--- src/hdl/axi_lite_pkg.sv ---
package axi_lite_pkg;

	localparam int addr_width = 32;
	localparam int prot_width = 3;

	typedef enum logic [1:0] {
		RESP_OKAY   = 2'b00,
		RESP_EXOKAY = 2'b01,
		RESP_SLVERR = 2'b10,
		RESP_DECERR = 2'b11
	} resp_e;

endpackage

--- src/hdl/rv_isa_pkg.sv ---
package rv_isa_pkg;

	localparam int xlen = 32;
	localparam int reg_count = 16; // RV32E.
	localparam int reg_idx_width = $clog2(reg_count);

	// Major opcodes of the supported subset.
	typedef enum logic [6:0] {
		OP_LUI    = 7'b0110111,
		OP_IMM    = 7'b0010011,
		OP_REG    = 7'b0110011,
		OP_SYSTEM = 7'b1110011
	} opcode_e;

	typedef enum logic [2:0] {
		ALU_ADD,
		ALU_SUB,
		ALU_XOR,
		ALU_OR,
		ALU_AND,
		ALU_PASS // Operand b straight through, for LUI.
	} alu_op_e;

	localparam logic [2:0] F3_ADD = 3'b000;
	localparam logic [2:0] F3_XOR = 3'b100;
	localparam logic [2:0] F3_OR  = 3'b110;
	localparam logic [2:0] F3_AND = 3'b111;

	localparam logic [6:0] F7_BASE = 7'b0000000;
	localparam logic [6:0] F7_SUB  = 7'b0100000; // Also selects SUB over ADD.

	localparam logic [xlen-1:0] ebreak_word = 32'h0010_0073;

endpackage
--- src/hdl/core_top.sv ---
`timescale 1ns/1ps

module core_top import rv_isa_pkg::*, axi_lite_pkg::*; #(
	parameter logic [addr_width-1:0] reset_pc = '0,
	parameter int queue_depth = 4
) (
	input  logic                     clock,
	input  logic                     reset,
	output logic                     arvalid,
	output logic [addr_width-1:0]    araddr,
	output logic [prot_width-1:0]    arprot,
	input  logic                     arready,
	input  logic                     rvalid,
	input  logic [xlen-1:0]          rdata,
	input  resp_e                    rresp,
	output logic                     rready,
	output logic                     retire_valid,
	output logic [reg_idx_width-1:0] retire_rd,
	output logic [xlen-1:0]          retire_data,
	output logic [xlen-1:0]          retire_pc,
	output logic                     halted,
	output logic                     illegal_fault,
	output logic                     fetch_fault
);

	logic push;
	logic [xlen-1:0] push_inst;
	logic [xlen-1:0] push_pc;
	logic full;
	logic empty;
	logic pop;
	logic [xlen-1:0] head_inst;
	logic [xlen-1:0] head_pc;

	fetch_unit #(
		.reset_pc(reset_pc)
	) u_fetch (
		.clock(clock),
		.reset(reset),
		.halted(halted),
		.full(full),
		.arvalid(arvalid),
		.araddr(araddr),
		.arprot(arprot),
		.arready(arready),
		.rvalid(rvalid),
		.rdata(rdata),
		.rresp(rresp),
		.rready(rready),
		.push(push),
		.push_inst(push_inst),
		.push_pc(push_pc),
		.fetch_fault(fetch_fault)
	);

	inst_queue #(
		.queue_depth(queue_depth)
	) u_queue (
		.clock(clock),
		.reset(reset),
		.push(push),
		.push_inst(push_inst),
		.push_pc(push_pc),
		.pop(pop),
		.full(full),
		.empty(empty),
		.head_inst(head_inst),
		.head_pc(head_pc)
	);

	exec_unit u_exec (
		.clock(clock),
		.reset(reset),
		.empty(empty),
		.head_inst(head_inst),
		.head_pc(head_pc),
		.pop(pop),
		.halted(halted),
		.illegal_fault(illegal_fault),
		.retire_valid(retire_valid),
		.retire_rd(retire_rd),
		.retire_data(retire_data),
		.retire_pc(retire_pc)
	);

endmodule

--- src/hdl/exec_unit.sv ---
`timescale 1ns/1ps

module exec_unit import rv_isa_pkg::*; (
	input  logic                     clock,
	input  logic                     reset,
	input  logic                     empty,
	input  logic [xlen-1:0]          head_inst,
	input  logic [xlen-1:0]          head_pc,
	output logic                     pop,
	output logic                     halted,
	output logic                     illegal_fault,
	output logic                     retire_valid,
	output logic [reg_idx_width-1:0] retire_rd,
	output logic [xlen-1:0]          retire_data,
	output logic [xlen-1:0]          retire_pc
);

	logic [4:0] rd;
	logic [4:0] rs1;
	logic [4:0] rs2;
	logic [2:0] funct3;
	logic [6:0] funct7;
	logic [xlen-1:0] imm_i;
	logic [xlen-1:0] imm_u;
	logic [xlen-1:0] src1;
	logic [xlen-1:0] src2;
	logic [xlen-1:0] operand_b;
	logic [xlen-1:0] result;
	alu_op_e alu_op;
	logic legal;
	logic is_ebreak;
	logic use_rs1;
	logic use_rs2;
	logic fire;
	logic wen;

	assign rd = head_inst[11:7];
	assign funct3 = head_inst[14:12];
	assign rs1 = head_inst[19:15];
	assign rs2 = head_inst[24:20];
	assign funct7 = head_inst[31:25];
	assign imm_i = {{20{head_inst[31]}}, head_inst[31:20]};
	assign imm_u = {head_inst[31:12], 12'b0};

	always_comb begin
		alu_op = ALU_ADD;
		operand_b = imm_i;
		legal = 1'b1;
		is_ebreak = 1'b0;
		use_rs1 = 1'b0;
		use_rs2 = 1'b0;
		case (head_inst[6:0])
			OP_LUI: begin
				alu_op = ALU_PASS;
				operand_b = imm_u;
			end
			OP_IMM: begin
				use_rs1 = 1'b1;
				case (funct3)
					F3_ADD: alu_op = ALU_ADD;
					F3_XOR: alu_op = ALU_XOR;
					F3_OR: alu_op = ALU_OR;
					F3_AND: alu_op = ALU_AND;
					default: legal = 1'b0; // Shifts and compares.
				endcase
			end
			OP_REG: begin
				use_rs1 = 1'b1;
				use_rs2 = 1'b1;
				operand_b = src2;
				if (funct7 == F7_SUB && funct3 == F3_ADD) begin
					alu_op = ALU_SUB;
				end else if (funct7 != F7_BASE) begin
					legal = 1'b0;
				end else begin
					case (funct3)
						F3_ADD: alu_op = ALU_ADD;
						F3_XOR: alu_op = ALU_XOR;
						F3_OR: alu_op = ALU_OR;
						F3_AND: alu_op = ALU_AND;
						default: legal = 1'b0;
					endcase
				end
			end
			OP_SYSTEM: begin
				is_ebreak = (head_inst == ebreak_word);
				legal = is_ebreak;
			end
			default: legal = 1'b0;
		endcase
		// No x16 to x31 in RV32E.
		if (rd[4] || (use_rs1 && rs1[4]) || (use_rs2 && rs2[4])) begin
			legal = 1'b0;
		end
	end

	always_comb begin
		case (alu_op)
			ALU_ADD: result = src1 + operand_b;
			ALU_SUB: result = src1 - operand_b;
			ALU_XOR: result = src1 ^ operand_b;
			ALU_OR: result = src1 | operand_b;
			ALU_AND: result = src1 & operand_b;
			default: result = operand_b;
		endcase
	end

	assign fire = !empty && !halted;
	assign pop = fire;
	assign wen = fire && legal && !is_ebreak;

	register_file u_regs (
		.clock(clock),
		.reset(reset),
		.raddr1(rs1[reg_idx_width-1:0]),
		.raddr2(rs2[reg_idx_width-1:0]),
		.rdata1(src1),
		.rdata2(src2),
		.wen(wen),
		.waddr(rd[reg_idx_width-1:0]),
		.wdata(result)
	);

	always_ff @(posedge clock) begin
		if (reset) begin
			halted <= 1'b0;
			illegal_fault <= 1'b0;
			retire_valid <= 1'b0;
		end else begin
			retire_valid <= wen;
			if (fire && !legal) begin
				illegal_fault <= 1'b1;
				halted <= 1'b1;
			end else if (fire && is_ebreak) begin
				halted <= 1'b1;
			end
		end
	end

	always_ff @(posedge clock) begin
		if (wen) begin
			retire_rd <= rd[reg_idx_width-1:0];
			retire_data <= result;
			retire_pc <= head_pc;
		end
	end

endmodule

--- src/hdl/fetch_unit.sv ---
`timescale 1ns/1ps

module fetch_unit import rv_isa_pkg::*, axi_lite_pkg::*; #(
	parameter logic [addr_width-1:0] reset_pc = '0
) (
	input  logic                  clock,
	input  logic                  reset,
	input  logic                  halted,
	input  logic                  full,
	output logic                  arvalid,
	output logic [addr_width-1:0] araddr,
	output logic [prot_width-1:0] arprot,
	input  logic                  arready,
	input  logic                  rvalid,
	input  logic [xlen-1:0]       rdata,
	input  resp_e                 rresp,
	output logic                  rready,
	output logic                  push,
	output logic [xlen-1:0]       push_inst,
	output logic [xlen-1:0]       push_pc,
	output logic                  fetch_fault
);

	typedef enum logic [1:0] {
		ST_IDLE,
		ST_ADDR,
		ST_DATA,
		ST_STOP
	} state_e;

	state_e state;
	logic [addr_width-1:0] pc;

	assign arvalid = (state == ST_ADDR);
	assign araddr = pc;
	assign arprot = '0; // Unprivileged, secure, data.
	assign rready = (state == ST_DATA);

	always_ff @(posedge clock) begin
		if (reset) begin
			state <= ST_IDLE;
			pc <= reset_pc;
			push <= 1'b0;
			fetch_fault <= 1'b0;
		end else begin
			push <= 1'b0;
			case (state)
				ST_IDLE: begin
					// A push still in flight counts as an occupied slot.
					if (!full && !push && !halted) begin
						state <= ST_ADDR;
					end
				end
				ST_ADDR: begin
					if (arready) begin
						state <= ST_DATA;
					end
				end
				ST_DATA: begin
					if (rvalid) begin
						if (rresp == RESP_OKAY) begin
							push <= 1'b1;
							pc <= pc + 32'd4;
							state <= ST_IDLE;
						end else begin
							fetch_fault <= 1'b1;
							state <= ST_STOP;
						end
					end
				end
				default: begin
					state <= ST_STOP; // Only reset leaves here.
				end
			endcase
		end
	end

	always_ff @(posedge clock) begin
		if (state == ST_DATA && rvalid) begin
			push_inst <= rdata;
			push_pc <= pc;
		end
	end

endmodule

--- src/hdl/inst_queue.sv ---
`timescale 1ns/1ps

module inst_queue import rv_isa_pkg::*; #(
	parameter int queue_depth = 4
) (
	input  logic            clock,
	input  logic            reset,
	input  logic            push,
	input  logic [xlen-1:0] push_inst,
	input  logic [xlen-1:0] push_pc,
	input  logic            pop,
	output logic            full,
	output logic            empty,
	output logic [xlen-1:0] head_inst,
	output logic [xlen-1:0] head_pc
);

	localparam int idx_width = $clog2(queue_depth);

	logic [xlen-1:0] inst_mem [queue_depth];
	logic [xlen-1:0] pc_mem [queue_depth];
	logic [idx_width:0] wr_ptr;
	logic [idx_width:0] rd_ptr;
	logic do_pop;

	// Extra pointer bit tells a wrapped full queue from an empty one.
	assign empty = (wr_ptr == rd_ptr);
	assign full = (wr_ptr[idx_width] != rd_ptr[idx_width]) &&
		(wr_ptr[idx_width-1:0] == rd_ptr[idx_width-1:0]);
	assign do_pop = pop && !empty;

	assign head_inst = inst_mem[rd_ptr[idx_width-1:0]];
	assign head_pc = pc_mem[rd_ptr[idx_width-1:0]];

	always_ff @(posedge clock) begin
		if (reset) begin
			wr_ptr <= '0;
			rd_ptr <= '0;
		end else begin
			if (push) begin
				wr_ptr <= wr_ptr + 1'b1;
			end
			if (do_pop) begin
				rd_ptr <= rd_ptr + 1'b1;
			end
		end
	end

	always_ff @(posedge clock) begin
		if (push) begin
			inst_mem[wr_ptr[idx_width-1:0]] <= push_inst;
			pc_mem[wr_ptr[idx_width-1:0]] <= push_pc;
		end
	end

endmodule

--- src/hdl/register_file.sv ---
`timescale 1ns/1ps

module register_file import rv_isa_pkg::*; (
	input  logic                     clock,
	input  logic                     reset,
	input  logic [reg_idx_width-1:0] raddr1,
	input  logic [reg_idx_width-1:0] raddr2,
	output logic [xlen-1:0]          rdata1,
	output logic [xlen-1:0]          rdata2,
	input  logic                     wen,
	input  logic [reg_idx_width-1:0] waddr,
	input  logic [xlen-1:0]          wdata
);

	logic [xlen-1:0] regs [reg_count];

	assign rdata1 = (raddr1 == '0) ? '0 : regs[raddr1];
	assign rdata2 = (raddr2 == '0) ? '0 : regs[raddr2];

	always_ff @(posedge clock) begin
		if (reset) begin
			for (int i = 0; i < reg_count; i++) begin
				regs[i] <= '0;
			end
		end else if (wen && waddr != '0) begin
			regs[waddr] <= wdata; // x0 stays zero.
		end
	end

endmodule

--- config.mk ---
export PLATFORM = sky130hd
export DESIGN_NAME = core_top
export DESIGN_NICKNAME = d
export VERILOG_FILES = /design/src/hdl/axi_lite_pkg.sv /design/src/hdl/rv_isa_pkg.sv /design/src/hdl/core_top.sv /design/src/hdl/exec_unit.sv /design/src/hdl/fetch_unit.sv /design/src/hdl/inst_queue.sv /design/src/hdl/register_file.sv
export SDC_FILE = /design/constraint.sdc
export NUM_CORES = 2
export LEC_CHECK = 0
export BUFFER_PORTS_ARGS = -buffer_cell sky130_fd_sc_hd__clkbuf_2
export CORE_UTILIZATION = 50
export CTS_CLUSTER_SIZE = 8
export DETAILED_ROUTE_END_ITERATION = 12
export GPL_ROUTABILITY_DRIVEN = 0
export PLACE_DENSITY = 0.66
export RECOVER_POWER = 25
export REMOVE_ABC_BUFFERS = 1
export SYNTH_ARGS = -nofsm -noshare
export SYNTH_HDL_FRONTEND = slang
export SYNTH_SLANG_ARGS = --single-unit
--- constraint.sdc ---
create_clock -name clock -period 10.1 [get_ports clock]
set_input_delay 0.505 -clock clock [delete_from_list [all_inputs] [get_ports clock]]
set_output_delay 0.505 -clock clock [all_outputs]
set_load 0.1 [all_outputs]
==> flow_summary.toml <==
[layout]
final_common_cell = "edfxtp_1"
num_antenna_cells = 0
drive_gt1_frac = 0.2036
seqCellArea_um2 = 27120
final_cell_mix = "edfxtp_1 (873), nor2_1 (574), mux4_2 (216)"
nets = 3720
area_delta_synth_final_pct = 13.81
multi_input_comb_area_um2 = 17040
fillers = 7195

[synth]
ys_seq_elements = 918
synth-edff-count = 873
yosys_warnings = 0
synth_cell_type_count = 90
seq_area_frac_synth = 0.5964
netlist_area_um2 = 45470
synthArstFlopShare = 0
postSynthAreaPerCell_um2 = 13.38
syn_inst = 3398
synth_flop_cell = "edfxtp_1"

[clock_tree]
clock_path_buffers = 3
cts_resized = 0
insertion_delay_ns = 0.73
cts-htree-levels = 4
cts_tree = "built"
cts_setup_buffers = 0
cts.clk_slew.worst_paths_ns = 0.05
cts_sinks = 918
root_buffer = "clkbuf_16"
cts_buffers = 133

[setup_path]
cp_max_fo = 29
end_kind = "register"
cp.arrival_ns = 8.74
required_ns = 10.53
reg2reg_depth = 23
path_class = "register to register"
start_kind = "register"

[routing]
drc = 0
vias_per_cell = 6.390
routed_wl_um = 137200
drtIter0Drc = 4010
ant_nets = 0
wl_per_cell_um = 28.53
vias = 30730
drt-pass1-iter-count = 6

[worst_hold_path]
min_from = "arready"
hold_path.class = "input port to register"
holdPathStages = 3

[sta]
fin_crit_ns = 8.313
tns_ns = 0
finalSetupViolCount = 0
finalHoldViolCount = 0
slew_viol_final = 302
timing.slew.headroom = -2.290
fmax_mhz = 120.3
timing.final.crit_share = 0.8230
rsz0062_at_grt = "no"
tightest_slew_ns = 4.935
clock_skew_ns = 0.02407
setup_ws_ns = 1.787

[placement]
dp_hpwl_um = 81150
io_buffers = 139
pre_cts_ws_ns = 1.974

[pwr]
sequentialPowerShare = 0.390
vdd_drop_max_mv = 0.1676
p_per_area_nw_per_um2 = 215.0
swShare = 0.3145
p_clk_frac = 0.367
p_leak_nw = 19.27
internal_power_mw = 7.628
combPwrFrac = 0.243
power.switching_mw = 3.499

[global_route]
grt_pass1_vias = 30480
grt_usage = 0.3007
grt-ovfl-total = 0
antenna_found_initial = 0
grt_max_degree = 87
grt_pass1_wl_um = 200500

[floorplan]
io-pin-count = 147
die_x_um = 303.6
dieHeight_um = 303.6
initial_core_util = 0.5051
placementRows = 110
core_um2 = 90010
die-area_um2 = 92150

[status]
status = "complete, but fails checks"
violations = "capacitance limit, slew limit"

[job]
drv_cap = 6
## registers in the layout (all words and copies together), names as in the netlist, 2 cells and up, named ones only
| name | cells |
|---|---|
| u_fetch.push_pc | 30 |
| u_queue.inst_mem | 128 |
| u_queue.wr_ptr | 3 |
| u_fetch.araddr | 30 |
| u_exec.retire_pc | 30 |
| u_exec.retire_rd | 4 |
| u_exec.u_regs.regs | 497 |
| u_fetch.push_inst | 32 |
| u_exec.retire_data | 32 |
| u_fetch.state | 2 |
| u_queue.rd_ptr | 3 |
| u_queue.pc_mem | 120 |
## synth_stat cells, drive strengths merged (11+ instances only)
library cell  number  area, µm²
dfxtp             45      900.9
and2              20      125.1
nor2b             16      100.1
a31oi             29      181.4
a21o              15      112.6
nand2b            24      150.1
mux2              53      596.8
buf               75      473.0
a221oi            62      555.5
or3               13      81.33
o21ai            108      540.5
nor3              30      150.1
o31ai             11      82.58
a22oi             39      297.8
nor2             576       2165
xnor2             53      464.2
mux4             224       5047
clkbuf           166      630.6
and2b             19      142.6
nand2            170      638.1
a211oi            16      125.1
and3              19      118.9
inv              147      551.8
nand4             11      75.07
nand3             52      265.3
mux2i            144       1441
xor2              25      219.0
o211ai            17      127.6
a21oi            132      664.4
edfxtp           873      26220
ha               102       1276
## cells by family after synthesis
kind of cell,share of synthesized area
compound gates,0.07229
xor+xnor,0.01502
fa+ha+maj,0.02851
buf+inv,0.03649
flops,0.5964
mux,0.1558
other cells,0.00008247
simple gates,0.09540
## metal layers
| metal | track usage | vias up | routed length [µm] |
|---|---|---|---|
| li1 | - | 13100 | - |
| met2 | 0.4760 | 1854 | 64580 |
| met4 | 0.1277 | 0 | 5678 |
| met5 | 0 | - | 0 |
| met1 | 0.3985 | 15460 | 52610 |
| met3 | 0.07154 | 323 | 14350 |
## critical path, stage by stage (launching register included)
cell and delay, ns:
dfxtp_2 0.55, buf_4 0.53, mux4_2 0.64, nand2b_1 0.25, a211oi_2 1.00, o21ai_0 0.22, o31ai_1 0.67, a211oi_1 0.26
and3_1 0.28, and3_1 0.20, nor2_1 0.13, xnor2_1 0.08, ha_1 0.39, a21o_1 0.19, a21o_1 0.17, a21o_1 0.19
a21o_1 0.17, a21oi_1 0.16, o2111ai_1 0.12, o211ai_1 0.27, a21oi_1 0.14, or2_2 0.31, a211oi_2 0.88, nor2_1 0.13
## path summary, 6_finish.rpt
path	end	slack, ns
hold / removal	u_fetch.state[1]$_SDFFE_PP0P_	0.06
setup reg to reg	u_exec.u_regs.regs[10][30]$_SDFFCE_PN0P_	1.79
hold reg to reg	u_queue.pc_mem[0][6]$_DFFE_PP_	0.47
setup / recovery	u_exec.u_regs.regs[10][30]$_SDFFCE_PN0P_	1.79
## what timing repair did
action,CTS,global route
endpoints found under the setup margin,0,0
hold endpoints to repair,32,0
hold buffers,32,0
## area by class of cell
type | count | area share
Sequential cell | 918 | 0.5241
Multi-Input combinational cell | 2114 | 0.3293
Clock buffer | 177 | 0.06833
Timing Repair Buffer | 264 | 0.03463
Tap cell | 1176 | 0.02844
Inverter | 148 | 0.01074
Clock inverter | 13 | 0.004473
## power groups by stage
| stage | logic [mW] | clock network (mW) | registers (mW) |
|---|---|---|---|
| after floorplan | 1.68 | 0 | 4.43 |
| after global placement | 2.62 | 0 | 4.41 |
| after detailed placement | 2.64 | 0 | 4.41 |
| after CTS | 2.66 | 4.12 | 4.34 |
| after global routing | 2.89 | 4.28 | 4.35 |
| final | 2.70 | 4.08 | 4.34 |
## stage by stage
step	power [mW]	util	hold slack (ns)	instances	instance area, µm²
after floorplan	6.106	-	0.4587	3180	44450
after global placement	7.027	0.5297	0.4523	4588	47680
after detailed placement	7.049	0.5297	0.4763	4588	47680
after CTS	11.12	0.5751	0.02886	4810	51770
after global routing	11.52	0.5749	0.06078	4810	51750
final	11.13	0.5749	0.05665	4810	51750
Power figures use the tool's default switching activity.
